**config.mk**
```make
export PLATFORM = sky130hd
export DESIGN_NAME = mips_cpu_control_unit
export DESIGN_NICKNAME = d
export VERILOG_FILES = /design/src/mips_control_pkg.sv /design/src/mips_isa_pkg.sv /design/src/mips_cpu_control_unit.sv /design/src/mips_cpu_controller.sv /design/src/mips_cpu_instruction_register.sv /design/src/mips_cpu_sequencer.sv
export SDC_FILE = /design/constraint.sdc
export NUM_CORES = 1
export LEC_CHECK = 0
export ABC_CLOCK_PERIOD_IN_PS = 2400
export BUFFER_PORTS_ARGS = -buffer_cell sky130_fd_sc_hd__buf_2
export CAP_MARGIN = 30
export CELL_PAD_IN_SITES_DETAIL_PLACEMENT = 0
export CELL_PAD_IN_SITES_GLOBAL_PLACEMENT = 2
export CORE_MARGIN = 1
export CORE_UTILIZATION = 22
export DETAILED_ROUTE_END_ITERATION = 8
export PLACE_DENSITY = 0.83
export SETUP_SLACK_MARGIN = 0.05
export SYNTH_ARGS = -nofsm -noshare
export SYNTH_HDL_FRONTEND = slang
export SYNTH_SLANG_ARGS = --single-unit
```
**constraint.sdc**
```tcl
create_clock -name clk -period 2.4 [get_ports clk]
set_input_delay 0 -clock clk [delete_from_list [all_inputs] [get_ports clk]]
set_output_delay 0 -clock clk [all_outputs]
set_load 0.02 [all_outputs]
```
**src/mips_control_pkg.sv**
```systemverilog
`default_nettype none

package mips_control_pkg;

    typedef enum logic [2:0] {
        HALTED = 3'd0,
        FETCH  = 3'd1,
        DECODE = 3'd2,
        EXEC1  = 3'd3,
        EXEC2  = 3'd4
    } phase_t;

    typedef logic [3:0] aluop_t;
    typedef logic [2:0] alusrcb_t;
    typedef logic [1:0] pcsource_t;
    typedef logic [1:0] regdst_t;
    typedef logic [1:0] loadtype_t;
    typedef logic [3:0] byte_en_t;
    typedef logic [1:0] lane_t;

    // ALU operations
    localparam aluop_t ALU_ADD   = 4'd0;
    localparam aluop_t ALU_RTYPE = 4'd2;  // ALU decodes fncode itself
    localparam aluop_t ALU_EQ    = 4'd3;
    localparam aluop_t ALU_GEZ   = 4'd4;
    localparam aluop_t ALU_GTZ   = 4'd5;
    localparam aluop_t ALU_LEZ   = 4'd6;
    localparam aluop_t ALU_LTZ   = 4'd7;
    localparam aluop_t ALU_NE    = 4'd8;
    localparam aluop_t ALU_HILO  = 4'd9;
    localparam aluop_t ALU_AND   = 4'd10;
    localparam aluop_t ALU_OR    = 4'd11;
    localparam aluop_t ALU_XOR   = 4'd12;
    localparam aluop_t ALU_SLT   = 4'd13;
    localparam aluop_t ALU_SLTU  = 4'd14;

    // ALU B operand
    localparam alusrcb_t SRCB_REG       = 3'd0;
    localparam alusrcb_t SRCB_FOUR      = 3'd1;
    localparam alusrcb_t SRCB_SIGNIMM   = 3'd2;
    localparam alusrcb_t SRCB_BRANCHOFF = 3'd3;  // Sign-extended imm << 2
    localparam alusrcb_t SRCB_ZEROIMM   = 3'd4;

    // Next PC
    localparam pcsource_t PCSRC_ALU     = 2'd0;
    localparam pcsource_t PCSRC_ALUOUT  = 2'd1;
    localparam pcsource_t PCSRC_JTARGET = 2'd2;
    localparam pcsource_t PCSRC_REG     = 2'd3;

    // Register write destination
    localparam regdst_t REGDST_RT = 2'd0;
    localparam regdst_t REGDST_RD = 2'd1;
    localparam regdst_t REGDST_RA = 2'd2;  // $31

    localparam loadtype_t LOAD_ZERO_EXT = 2'd0;
    localparam loadtype_t LOAD_SIGN_EXT = 2'd1;
    localparam loadtype_t LOAD_UPPER    = 2'd2;

endpackage

`default_nettype wire

```
**src/mips_isa_pkg.sv**
```systemverilog
`default_nettype none

package mips_isa_pkg;

    typedef logic [31:0] instr_t;
    typedef logic [5:0]  opcode_t;
    typedef logic [5:0]  fncode_t;
    typedef logic [4:0]  regimm_t;
    typedef logic [31:0] addr_t;

    // Major opcodes
    localparam opcode_t OP_SPECIAL = 6'h00;
    localparam opcode_t OP_REGIMM  = 6'h01;
    localparam opcode_t OP_J       = 6'h02;
    localparam opcode_t OP_JAL     = 6'h03;
    localparam opcode_t OP_BEQ     = 6'h04;
    localparam opcode_t OP_BNE     = 6'h05;
    localparam opcode_t OP_BLEZ    = 6'h06;
    localparam opcode_t OP_BGTZ    = 6'h07;
    localparam opcode_t OP_ADDIU   = 6'h09;
    localparam opcode_t OP_SLTI    = 6'h0a;
    localparam opcode_t OP_SLTIU   = 6'h0b;
    localparam opcode_t OP_ANDI    = 6'h0c;
    localparam opcode_t OP_ORI     = 6'h0d;
    localparam opcode_t OP_XORI    = 6'h0e;
    localparam opcode_t OP_LUI     = 6'h0f;
    localparam opcode_t OP_LB      = 6'h20;
    localparam opcode_t OP_LH      = 6'h21;
    localparam opcode_t OP_LW      = 6'h23;
    localparam opcode_t OP_LBU     = 6'h24;
    localparam opcode_t OP_LHU     = 6'h25;
    localparam opcode_t OP_SB      = 6'h28;
    localparam opcode_t OP_SH      = 6'h29;
    localparam opcode_t OP_SW      = 6'h2b;

    // SPECIAL function codes
    localparam fncode_t FN_SLL   = 6'h00;
    localparam fncode_t FN_SRL   = 6'h02;
    localparam fncode_t FN_SRA   = 6'h03;
    localparam fncode_t FN_SLLV  = 6'h04;
    localparam fncode_t FN_SRLV  = 6'h06;
    localparam fncode_t FN_SRAV  = 6'h07;
    localparam fncode_t FN_JR    = 6'h08;
    localparam fncode_t FN_JALR  = 6'h09;
    localparam fncode_t FN_MFHI  = 6'h10;
    localparam fncode_t FN_MTHI  = 6'h11;
    localparam fncode_t FN_MFLO  = 6'h12;
    localparam fncode_t FN_MTLO  = 6'h13;
    localparam fncode_t FN_MULT  = 6'h18;
    localparam fncode_t FN_MULTU = 6'h19;
    localparam fncode_t FN_DIV   = 6'h1a;
    localparam fncode_t FN_DIVU  = 6'h1b;
    localparam fncode_t FN_ADDU  = 6'h21;
    localparam fncode_t FN_SUBU  = 6'h23;
    localparam fncode_t FN_AND   = 6'h24;
    localparam fncode_t FN_OR    = 6'h25;
    localparam fncode_t FN_XOR   = 6'h26;
    localparam fncode_t FN_SLT   = 6'h2a;
    localparam fncode_t FN_SLTU  = 6'h2b;

    // REGIMM rt field
    localparam regimm_t RI_BLTZ   = 5'h00;
    localparam regimm_t RI_BGEZ   = 5'h01;
    localparam regimm_t RI_BLTZAL = 5'h10;
    localparam regimm_t RI_BGEZAL = 5'h11;

endpackage

`default_nettype wire

```
**src/mips_cpu_control_unit.sv**
```systemverilog
`timescale 1ns/1ps
`default_nettype none

module mips_cpu_control_unit (
    input  wire logic                     clk,
    input  wire logic                     arst_n,
    input  wire logic                     run,
    input  mips_isa_pkg::instr_t          readdata,
    input  wire logic                     waitrequest,
    input  mips_isa_pkg::addr_t           memoryadress,
    output mips_control_pkg::phase_t      phase,
    output mips_control_pkg::regdst_t     regdst,
    output mips_control_pkg::lane_t       shiftdata,
    output mips_control_pkg::loadtype_t   loadtype,
    output logic                          regwrite,
    output logic                          iord,
    output logic                          irwrite,
    output logic                          pcwrite,
    output mips_control_pkg::pcsource_t   pcsource,
    output logic                          pcwritecond,
    output logic                          jump,
    output logic                          jumpconen,
    output logic                          threestate,
    output logic                          memread,
    output logic                          memwrite,
    output mips_control_pkg::byte_en_t    byteenable,
    output logic                          memtoreg,
    output mips_control_pkg::aluop_t      aluop,
    output logic                          muldivwrite,
    output logic                          alusrca,
    output mips_control_pkg::alusrcb_t    alusrcb,
    output logic                          aluouten
);

    import mips_isa_pkg::*;

    opcode_t opcode;
    fncode_t fncode;
    regimm_t regimm;

    mips_cpu_sequencer mips_cpu_sequencer_inst (
        .clk         (clk),
        .arst_n      (arst_n),
        .run         (run),
        .waitrequest (waitrequest),
        .opcode      (opcode),
        .regimm      (regimm),
        .phase       (phase)
    );

    mips_cpu_instruction_register mips_cpu_instruction_register_inst (
        .clk         (clk),
        .arst_n      (arst_n),
        .phase       (phase),
        .waitrequest (waitrequest),
        .readdata    (readdata),
        .opcode      (opcode),
        .fncode      (fncode),
        .regimm      (regimm)
    );

    mips_cpu_controller mips_cpu_controller_inst (
        .phase        (phase),
        .waitrequest  (waitrequest),
        .opcode       (opcode),
        .fncode       (fncode),
        .regimm       (regimm),
        .memoryadress (memoryadress),
        .regdst       (regdst),
        .shiftdata    (shiftdata),
        .loadtype     (loadtype),
        .regwrite     (regwrite),
        .iord         (iord),
        .irwrite      (irwrite),
        .pcwrite      (pcwrite),
        .pcsource     (pcsource),
        .pcwritecond  (pcwritecond),
        .jump         (jump),
        .jumpconen    (jumpconen),
        .threestate   (threestate),
        .memread      (memread),
        .memwrite     (memwrite),
        .byteenable   (byteenable),
        .memtoreg     (memtoreg),
        .aluop        (aluop),
        .muldivwrite  (muldivwrite),
        .alusrca      (alusrca),
        .alusrcb      (alusrcb),
        .aluouten     (aluouten)
    );

endmodule

`default_nettype wire

```
**src/mips_cpu_controller.sv**
```systemverilog
`timescale 1ns/1ps
`default_nettype none

module mips_cpu_controller (
    input  mips_control_pkg::phase_t      phase,
    input  wire logic                     waitrequest,
    input  mips_isa_pkg::opcode_t         opcode,
    input  mips_isa_pkg::fncode_t         fncode,
    input  mips_isa_pkg::regimm_t         regimm,
    input  mips_isa_pkg::addr_t           memoryadress,
    output mips_control_pkg::regdst_t     regdst,
    output mips_control_pkg::lane_t       shiftdata,
    output mips_control_pkg::loadtype_t   loadtype,
    output logic                          regwrite,
    output logic                          iord,
    output logic                          irwrite,
    output logic                          pcwrite,
    output mips_control_pkg::pcsource_t   pcsource,
    output logic                          pcwritecond,
    output logic                          jump,
    output logic                          jumpconen,
    output logic                          threestate,
    output logic                          memread,
    output logic                          memwrite,
    output mips_control_pkg::byte_en_t    byteenable,
    output logic                          memtoreg,
    output mips_control_pkg::aluop_t      aluop,
    output logic                          muldivwrite,
    output logic                          alusrca,
    output mips_control_pkg::alusrcb_t    alusrcb,
    output logic                          aluouten
);

    import mips_isa_pkg::*;
    import mips_control_pkg::*;

    logic  exec1;
    logic  exec2;
    lane_t lane;

    assign exec1 = (phase == EXEC1);
    assign exec2 = (phase == EXEC2);
    assign lane  = memoryadress[1:0];

    always_comb begin
        regdst      = REGDST_RT;
        shiftdata   = '0;
        loadtype    = LOAD_ZERO_EXT;
        regwrite    = 1'b0;
        iord        = 1'b0;
        irwrite     = 1'b0;
        pcwrite     = 1'b0;
        pcsource    = PCSRC_ALU;
        pcwritecond = 1'b0;
        jump        = 1'b0;
        jumpconen   = 1'b0;
        threestate  = 1'b0;
        memread     = 1'b0;
        memwrite    = 1'b0;
        byteenable  = '0;
        memtoreg    = 1'b0;
        aluop       = ALU_ADD;
        muldivwrite = 1'b0;
        alusrca     = 1'b0;
        alusrcb     = SRCB_REG;
        aluouten    = 1'b0;

        unique case (phase)
            FETCH: begin
                irwrite   = 1'b1;
                memread   = 1'b1;
                pcwrite   = !waitrequest;  // PC + 4 once the word is in
                jumpconen = !waitrequest;
                alusrcb   = SRCB_FOUR;
                aluouten  = 1'b1;
            end
            DECODE: begin
                alusrcb  = SRCB_BRANCHOFF;  // Precompute branch target
                aluouten = 1'b1;
            end
            EXEC1, EXEC2: begin
                unique case (opcode)
                    OP_SPECIAL: begin
                        threestate = 1'b1;
                        aluouten   = 1'b1;
                        case (fncode)
                            FN_SLL, FN_SRL, FN_SRA, FN_SLLV, FN_SRLV, FN_SRAV,
                            FN_ADDU, FN_SUBU, FN_AND, FN_OR, FN_XOR, FN_SLT, FN_SLTU: begin
                                regdst   = REGDST_RD;
                                regwrite = 1'b1;
                                aluop    = ALU_RTYPE;
                                alusrca  = 1'b1;
                            end
                            FN_JR: begin
                                pcsource = PCSRC_REG;
                                jump     = 1'b1;
                            end
                            FN_JALR: begin
                                regdst   = REGDST_RD;
                                regwrite = 1'b1;  // Link is PC + 4
                                pcsource = PCSRC_REG;
                                jump     = 1'b1;
                                alusrcb  = SRCB_FOUR;
                            end
                            FN_MFHI, FN_MFLO: begin
                                regdst   = REGDST_RD;
                                regwrite = 1'b1;
                                aluop    = ALU_HILO;
                            end
                            FN_MTHI, FN_MTLO, FN_MULT, FN_MULTU, FN_DIV, FN_DIVU: begin
                                aluop       = ALU_HILO;
                                alusrca     = 1'b1;
                                muldivwrite = 1'b1;
                            end
                            default: begin
                                threestate = 1'b0;
                                aluouten   = 1'b0;
                            end
                        endcase
                    end
                    OP_REGIMM: begin
                        pcsource = PCSRC_ALUOUT;
                        if ((regimm == RI_BLTZ) || (regimm == RI_BGEZ)) begin
                            pcwritecond = 1'b1;
                            threestate  = 1'b1;
                            aluop       = (regimm == RI_BLTZ) ? ALU_LTZ : ALU_GEZ;
                            alusrca     = 1'b1;
                            aluouten    = 1'b1;
                        end else if ((regimm == RI_BLTZAL) || (regimm == RI_BGEZAL)) begin
                            regdst      = REGDST_RA;
                            regwrite    = exec1;  // Link first
                            pcwritecond = exec2;  // Then branch
                            alusrca     = exec2;
                            alusrcb     = exec1 ? SRCB_FOUR : SRCB_REG;
                            if (exec2) begin
                                aluop = (regimm == RI_BLTZAL) ? ALU_LTZ : ALU_GEZ;
                            end
                        end
                    end
                    OP_J, OP_JAL: begin
                        regdst     = REGDST_RA;
                        regwrite   = (opcode == OP_JAL);
                        pcsource   = PCSRC_JTARGET;
                        jump       = 1'b1;
                        threestate = 1'b1;
                        alusrcb    = (opcode == OP_JAL) ? SRCB_FOUR : SRCB_REG;
                        aluouten   = 1'b1;
                    end
                    OP_BEQ, OP_BNE, OP_BLEZ, OP_BGTZ: begin
                        pcsource    = PCSRC_ALUOUT;
                        pcwritecond = 1'b1;
                        threestate  = 1'b1;
                        alusrca     = 1'b1;
                        aluouten    = 1'b1;
                        case (opcode)
                            OP_BEQ:  aluop = ALU_EQ;
                            OP_BNE:  aluop = ALU_NE;
                            OP_BLEZ: aluop = ALU_LEZ;
                            default: aluop = ALU_GTZ;
                        endcase
                    end
                    OP_ADDIU, OP_SLTI, OP_SLTIU, OP_ANDI, OP_ORI, OP_XORI: begin
                        regwrite   = 1'b1;
                        threestate = 1'b1;
                        alusrca    = 1'b1;
                        aluouten   = 1'b1;
                        alusrcb    = SRCB_SIGNIMM;
                        case (opcode)
                            OP_ADDIU: aluop = ALU_ADD;
                            OP_SLTI:  aluop = ALU_SLT;
                            OP_SLTIU: aluop = ALU_SLTU;
                            OP_ANDI:  aluop = ALU_AND;
                            OP_ORI:   aluop = ALU_OR;
                            default:  aluop = ALU_XOR;
                        endcase
                        if ((opcode == OP_ANDI) || (opcode == OP_ORI) || (opcode == OP_XORI)) begin
                            alusrcb = SRCB_ZEROIMM;  // Logical ops zero-extend
                        end
                    end
                    OP_LUI: begin
                        loadtype   = LOAD_UPPER;
                        regwrite   = 1'b1;
                        threestate = 1'b1;
                        aluouten   = 1'b1;
                    end
                    OP_LB, OP_LH, OP_LW, OP_LBU, OP_LHU: begin
                        shiftdata = (opcode == OP_LW) ? 2'd0 : lane;
                        if ((opcode == OP_LB) || (opcode == OP_LH) || (opcode == OP_LW)) begin
                            loadtype = LOAD_SIGN_EXT;
                        end
                        regwrite = exec2;
                        memread  = exec1;
                        iord     = 1'b1;
                        memtoreg = 1'b1;
                        alusrca  = 1'b1;
                        alusrcb  = SRCB_SIGNIMM;
                        aluouten = 1'b1;
                    end
                    OP_SB, OP_SH, OP_SW: begin
                        shiftdata  = (opcode == OP_SW) ? 2'd0 : lane;
                        iord       = 1'b1;
                        threestate = 1'b1;
                        memwrite   = 1'b1;
                        alusrca    = 1'b1;
                        alusrcb    = SRCB_SIGNIMM;
                        aluouten   = 1'b1;
                        if (opcode == OP_SW) begin
                            byteenable = 4'b1111;
                        end else if (opcode == OP_SH) begin
                            byteenable = (lane == 2'd0) ? 4'b0011 : 4'b1100;
                        end else begin
                            byteenable = 4'b0001 << lane;  // One lane per byte
                        end
                    end
                    default: begin
                    end
                endcase
            end
            default: begin
            end
        endcase
    end

endmodule

`default_nettype wire

```
**src/mips_cpu_instruction_register.sv**
```systemverilog
`timescale 1ns/1ps
`default_nettype none

module mips_cpu_instruction_register (
    input  wire logic                  clk,
    input  wire logic                  arst_n,
    input  mips_control_pkg::phase_t   phase,
    input  wire logic                  waitrequest,
    input  mips_isa_pkg::instr_t       readdata,
    output mips_isa_pkg::opcode_t      opcode,
    output mips_isa_pkg::fncode_t      fncode,
    output mips_isa_pkg::regimm_t      regimm
);

    import mips_isa_pkg::*;
    import mips_control_pkg::*;

    instr_t instr;
    logic   load;

    assign load = (phase == FETCH) && !waitrequest;  // Last fetch cycle

    always_ff @(posedge clk or negedge arst_n) begin
        if (!arst_n) begin
            instr <= '0;
        end else if (load) begin
            instr <= readdata;
        end
    end

    assign opcode = instr[31:26];
    assign regimm = instr[20:16];  // rt field
    assign fncode = instr[5:0];

endmodule

`default_nettype wire

```
**src/mips_cpu_sequencer.sv**
```systemverilog
`timescale 1ns/1ps
`default_nettype none

module mips_cpu_sequencer (
    input  wire logic                  clk,
    input  wire logic                  arst_n,
    input  wire logic                  run,
    input  wire logic                  waitrequest,
    input  mips_isa_pkg::opcode_t      opcode,
    input  mips_isa_pkg::regimm_t      regimm,
    output mips_control_pkg::phase_t   phase
);

    import mips_isa_pkg::*;
    import mips_control_pkg::*;

    phase_t phase_next;
    logic   is_load;
    logic   is_branch_link;
    logic   needs_exec2;

    assign is_load = (opcode == OP_LB) || (opcode == OP_LH) || (opcode == OP_LW) ||
                     (opcode == OP_LBU) || (opcode == OP_LHU);

    assign is_branch_link = (opcode == OP_REGIMM) &&
                            ((regimm == RI_BLTZAL) || (regimm == RI_BGEZAL));

    assign needs_exec2 = is_load || is_branch_link;

    always_comb begin
        phase_next = phase;
        unique case (phase)
            HALTED: begin
                if (run) begin
                    phase_next = FETCH;
                end
            end
            FETCH: begin
                if (!waitrequest) begin  // Stall until memory answers
                    phase_next = DECODE;
                end
            end
            DECODE: begin
                phase_next = EXEC1;
            end
            EXEC1: begin
                if (needs_exec2) begin
                    phase_next = EXEC2;
                end else begin
                    phase_next = run ? FETCH : HALTED;
                end
            end
            EXEC2: begin
                phase_next = run ? FETCH : HALTED;
            end
            default: begin
                phase_next = HALTED;
            end
        endcase
    end

    always_ff @(posedge clk or negedge arst_n) begin
        if (!arst_n) begin
            phase <= HALTED;
        end else begin
            phase <= phase_next;
        end
    end

endmodule

`default_nettype wire

```
==> flow_summary_export.csv <==
group,metric,value,unit
yosys,ys_types,42,
sta,worstMarginPinSlew,0.8547,ns
sta,timing.final.max_slew_violations,0,
finish,area.sequential,500.5,sq um
yosys,syn-num-nets,299,
yosys,synth_async_sr_flop_share,100.0,%
global_route,grt_pass1_vias,1768,
cts,tritoncts,"done",
global_route,grt-ovfl-total,0,
pwr,power_per_cell_area,1143,mW/mm^2
finish,num-nets-final,374,
placed_design,gp_congestion,0.7739,
yosys,seq_area_frac_synth,28.55,%
finish,layout.cell_area.non_filler,0.002451,sq mm
min_path,worst_hold_path.num_cells,3,
placed_design,pre_cts_slack,0.2933,ns
pwr,post-layout-total-power,2.802,mW
cts,cts-root-buf,"sky130_fd_sc_hd__clkbuf_8",
sta,holdWs,-0.01236,ns
sta,slew_headroom,43.02,%
drt,routedWlPerCell,13.95,microns
drt,detail_route.iter0.violations,145,
worst_setup_path,r2r_setup_slack,0.53,ns
yosys,postSynthAreaPerCell,7.588,sq um
finish,final_layout_size_suffix_gt1_share,33.88,%
worst_setup_path,biggest_fanout_along_the_worst_timing_path,2,
finish,multi_input_gate_area,0.001186,sq mm
min_path,worstHoldEndpoint,"mips_cpu_instruction_register_inst.instr[26]",
global_route,grt_start_max_net_pins,24,
cts,clock_pin_slew_on_the_worst_setup_and_hold_paths,0.07,ns
worst_setup_path,r2r_path_start,"mips_cpu_instruction_register_inst.instr[30]",
sta,final.setup.tns,0,ns
worst_setup_path,worst-endpoint-arrival,2.28,ns
floorplan,die_width,91.26,microns
yosys,yosysTopAreaCellShare,28.55,%
pwr,sequentialPowerShare,26.1,%
global_route,grt_first_pass_wirelength,9177,microns
yosys,ys_dominant_reg_cell,"sky130_fd_sc_hd__dfrtp_1",
drt,first_pass_iters,5,
yosys,yosys_warnings,0,
status,run_status,"finished with violations",
worst_setup_path,path_common_cell,"sky130_fd_sc_hd__or4_4",
floorplan,row_count,32,
worst_setup_path,r2r_depth,7,
worst_setup_path,worst_setup_path_start_kind,"register",
drt,drc_errors,0,
cts,clk-insertion-delay-late,0.25,ns
pwr,power.combinational.fraction,66.3,%
sta,hold_viol_final,1,
cts,clock-sinks,20,
placed_design,dpl_cell_area,0.002186,sq mm
pwr,power_frac_clock,7.7,%
yosys,most_common_cell_in_the_netlist,"sky130_fd_sc_hd__o21ai_0",
global_route,groute.usage.overall,13.69,%
pwr,switchingPower,1.399,mW
worst_setup_path,slowest_stage,"sky130_fd_sc_hd__or4_4",
worst_setup_path,worstPathRequired,2.40,ns
floorplan,dieHeight,91.26,microns
finish,fill_cells,847,
sta,final_critical_delay_including_setup_and_external_delays,2.282,ns
sta,fmax,438.2,MHz
sta,setup_viol,0,
status,violations,"negative hold slack",
pwr,internal_power,1.404,mW
finish,final_util,31.72,%
yosys,ys_top_cells_by_area,"sky130_fd_sc_hd__dfrtp_1, sky130_fd_sc_hd__mux2_2, sky130_fd_sc_hd__o21ai_0",
min_path,worst_hold_path_type,"in -> reg",
cts,tritoncts.num_buffers,3,
worst_setup_path,timing.rr.end,"mips_cpu_sequencer_inst.phase[0]",
floorplan,floorplan.core_area,0.007727,sq mm
pwr,power.leakage,1.063,nW
finish,layout.cells.non_filler,406,
worst_setup_path,critical_path_class,"reg -> out",
sta,min_period_over_period,95.09,%
sta,finalClockSkew,0.003310,ns
yosys,flops_latches_synth,20,
placed_design,io_buffers,58,
yosys,synth.cell_area,0.001753,sq mm
drt,vias_per_cell,4.914,
placed_design,post-dp-hpwl,4243,microns
min_path,min_from,"readdata[26]",
sta,grt_setup_unrepaired,"true",
cts,cts_max_level,1,
finish,area_growth_from_synthesis_to_final_layout,39.83,%
worst_setup_path,timing.critical_path.cells,"or4_4 > or4_4 > nor2b_1 > a32oi_1 > or2_1 > buf_6",
sta,layout_setup_ws,0.1178,ns
worst_setup_path,setup.worst_path.end_class,"output pin",
yosys,synth_top_cells_by_count,"sky130_fd_sc_hd__o21ai_0, sky130_fd_sc_hd__dfrtp_1, sky130_fd_sc_hd__a21oi_1, sky130_fd_sc_hd__nor2_1",
pwr,max-vdd-ir-drop,0.3613,mV
drt,vias,1995,
worst_setup_path,crit_path_max_incr_delay,0.55,ns
yosys,cell_taking_the_most_area_after_synthesis,"sky130_fd_sc_hd__dfrtp_1",
drt,wl,5662,microns
floorplan,ios,104,
global_route,antenna_found_initial,0,
pwr,swShare,49.91,%
floorplan,dieArea,0.008328,sq mm
finish,insertedDiodeCount,0,
cts,clock_path_buffers,2,
yosys,synth_enable_flop_cells,0,
yosys,syn-instance-count,231,
drt,antenna_left,0,
floorplan,initial_cell_density_of_the_core,22.68,%
placed_design,placed_cells_incl_taps,383,
run,cap_viol_max_count,0,
-- layout by cell type, fill, tap and decap left out, types with 2 or more instances in the layout --
cell type | Yosys | routed
sky130_fd_sc_hd__or4_4 | 0 | 2
sky130_fd_sc_hd__or3b_2 | 4 | 4
sky130_fd_sc_hd__inv_1 | 3 | 3
sky130_fd_sc_hd__o21ai_0 | 21 | 21
sky130_fd_sc_hd__a221oi_1 | 3 | 3
sky130_fd_sc_hd__a21o_1 | 2 | 2
sky130_fd_sc_hd__mux2i_1 | 2 | 2
sky130_fd_sc_hd__nand2b_1 | 9 | 9
sky130_fd_sc_hd__nand2_1 | 17 | 17
sky130_fd_sc_hd__dlygate4sd3_1 | 0 | 18
sky130_fd_sc_hd__and2_1 | 4 | 4
sky130_fd_sc_hd__or4_1 | 4 | 2
sky130_fd_sc_hd__buf_2 | 1 | 56
sky130_fd_sc_hd__o211ai_1 | 3 | 3
sky130_fd_sc_hd__nor3_2 | 0 | 2
sky130_fd_sc_hd__clkbuf_8 | 0 | 3
sky130_fd_sc_hd__nand3_1 | 6 | 6
sky130_fd_sc_hd__buf_4 | 1 | 15
sky130_fd_sc_hd__or3_1 | 3 | 3
sky130_fd_sc_hd__o21a_1 | 2 | 2
sky130_fd_sc_hd__a21oi_1 | 19 | 18
sky130_fd_sc_hd__and3_1 | 4 | 4
sky130_fd_sc_hd__mux2_2 | 16 | 16
sky130_fd_sc_hd__nand4_1 | 2 | 2
sky130_fd_sc_hd__dfrtp_1 | 20 | 20
sky130_fd_sc_hd__nor2_1 | 19 | 19
sky130_fd_sc_hd__a31oi_1 | 8 | 8
sky130_fd_sc_hd__o31ai_1 | 2 | 2
sky130_fd_sc_hd__or2_2 | 2 | 2
sky130_fd_sc_hd__nor2b_1 | 8 | 8
sky130_fd_sc_hd__nor3_1 | 14 | 12
sky130_fd_sc_hd__a32oi_1 | 2 | 2
-- worst max-delay path, delay by kind of cell, from the launching register on --
family          cells  cell delay [ns]
simple gates        4             1.34
flops               1             0.38
compound gates      1             0.18
buf+inv             1             0.13
-- layer usage --
layer / global-route usage [%] / vias up / wire length [microns]
met5: 0 / - / 0
met4: 2.381 / 0 / 35
met3: 1.508 / 4 / 281
met2: 22.66 / 69 / 2624
met1: 19.31 / 930 / 2721
li1: - / 992 / -
-- registers in the layout, summed over array words and instances (netlist names) --
name,count
mips_cpu_sequencer_inst.phase,3
mips_cpu_instruction_register_inst.instr,17
-- layout make-up --
type / instances / share of cell area (%)
well taps: 102 / 5.207
repair buffers: 90 / 23.84
multi-input cells: 188 / 48.39
flip-flops and latches: 20 / 20.42
inverters: 3 / 0.4594
clock buffers: 3 / 1.685
-- timing repair --
action / in CTS / in global routing
gates resized for setup: 3 / 5
hold buffers: 18 / 0
pin swaps: 2 / 6
hold endpoints to repair: 37 / 0
setup buffers: 1 / 1
setup endpoints to repair: 1 / 8
-- logic make-up after synthesis --
group / count (synthesis) / synth area share (%)
AO/OA/AOI/OAI: 68 / 23.48
buffers and inverters: 23 / 5.210
flip-flops: 20 / 28.55
multiplexers: 18 / 11.42
AND/OR/NAND/NOR: 102 / 31.33
-- power groups by stage --
stage | registers (mW) | logic, mW | clock network, mW
final | 0.730 | 1.86 | 0.215
after global routing | 0.766 | 2.05 | 0.238
after CTS | 0.722 | 1.83 | 0.223
after detailed placement | 0.730 | 1.77 | 0
after global placement | 0.725 | 1.75 | 0
after floorplan | 0.649 | 1.33 | 0
-- how the worst max path moves through the flow --
stage / from / endpoint / slack, ns / cells after the start
after floorplan: mips_cpu_sequencer_inst.phase[0] / alusrcb[1] / 0.31 / 6
after global placement: mips_cpu_instruction_register_inst.instr[17] / aluouten / 0.29 / 6
after detailed placement: mips_cpu_instruction_register_inst.instr[17] / aluouten / 0.29 / 6
after CTS: mips_cpu_instruction_register_inst.instr[29] / alusrca / 0.06 / 7
after global routing: mips_cpu_instruction_register_inst.instr[30] / aluouten / 0.04 / 6
final: mips_cpu_instruction_register_inst.instr[30] / aluouten / 0.12 / 6
Note: power is estimated with default switching activity, not from simulation.
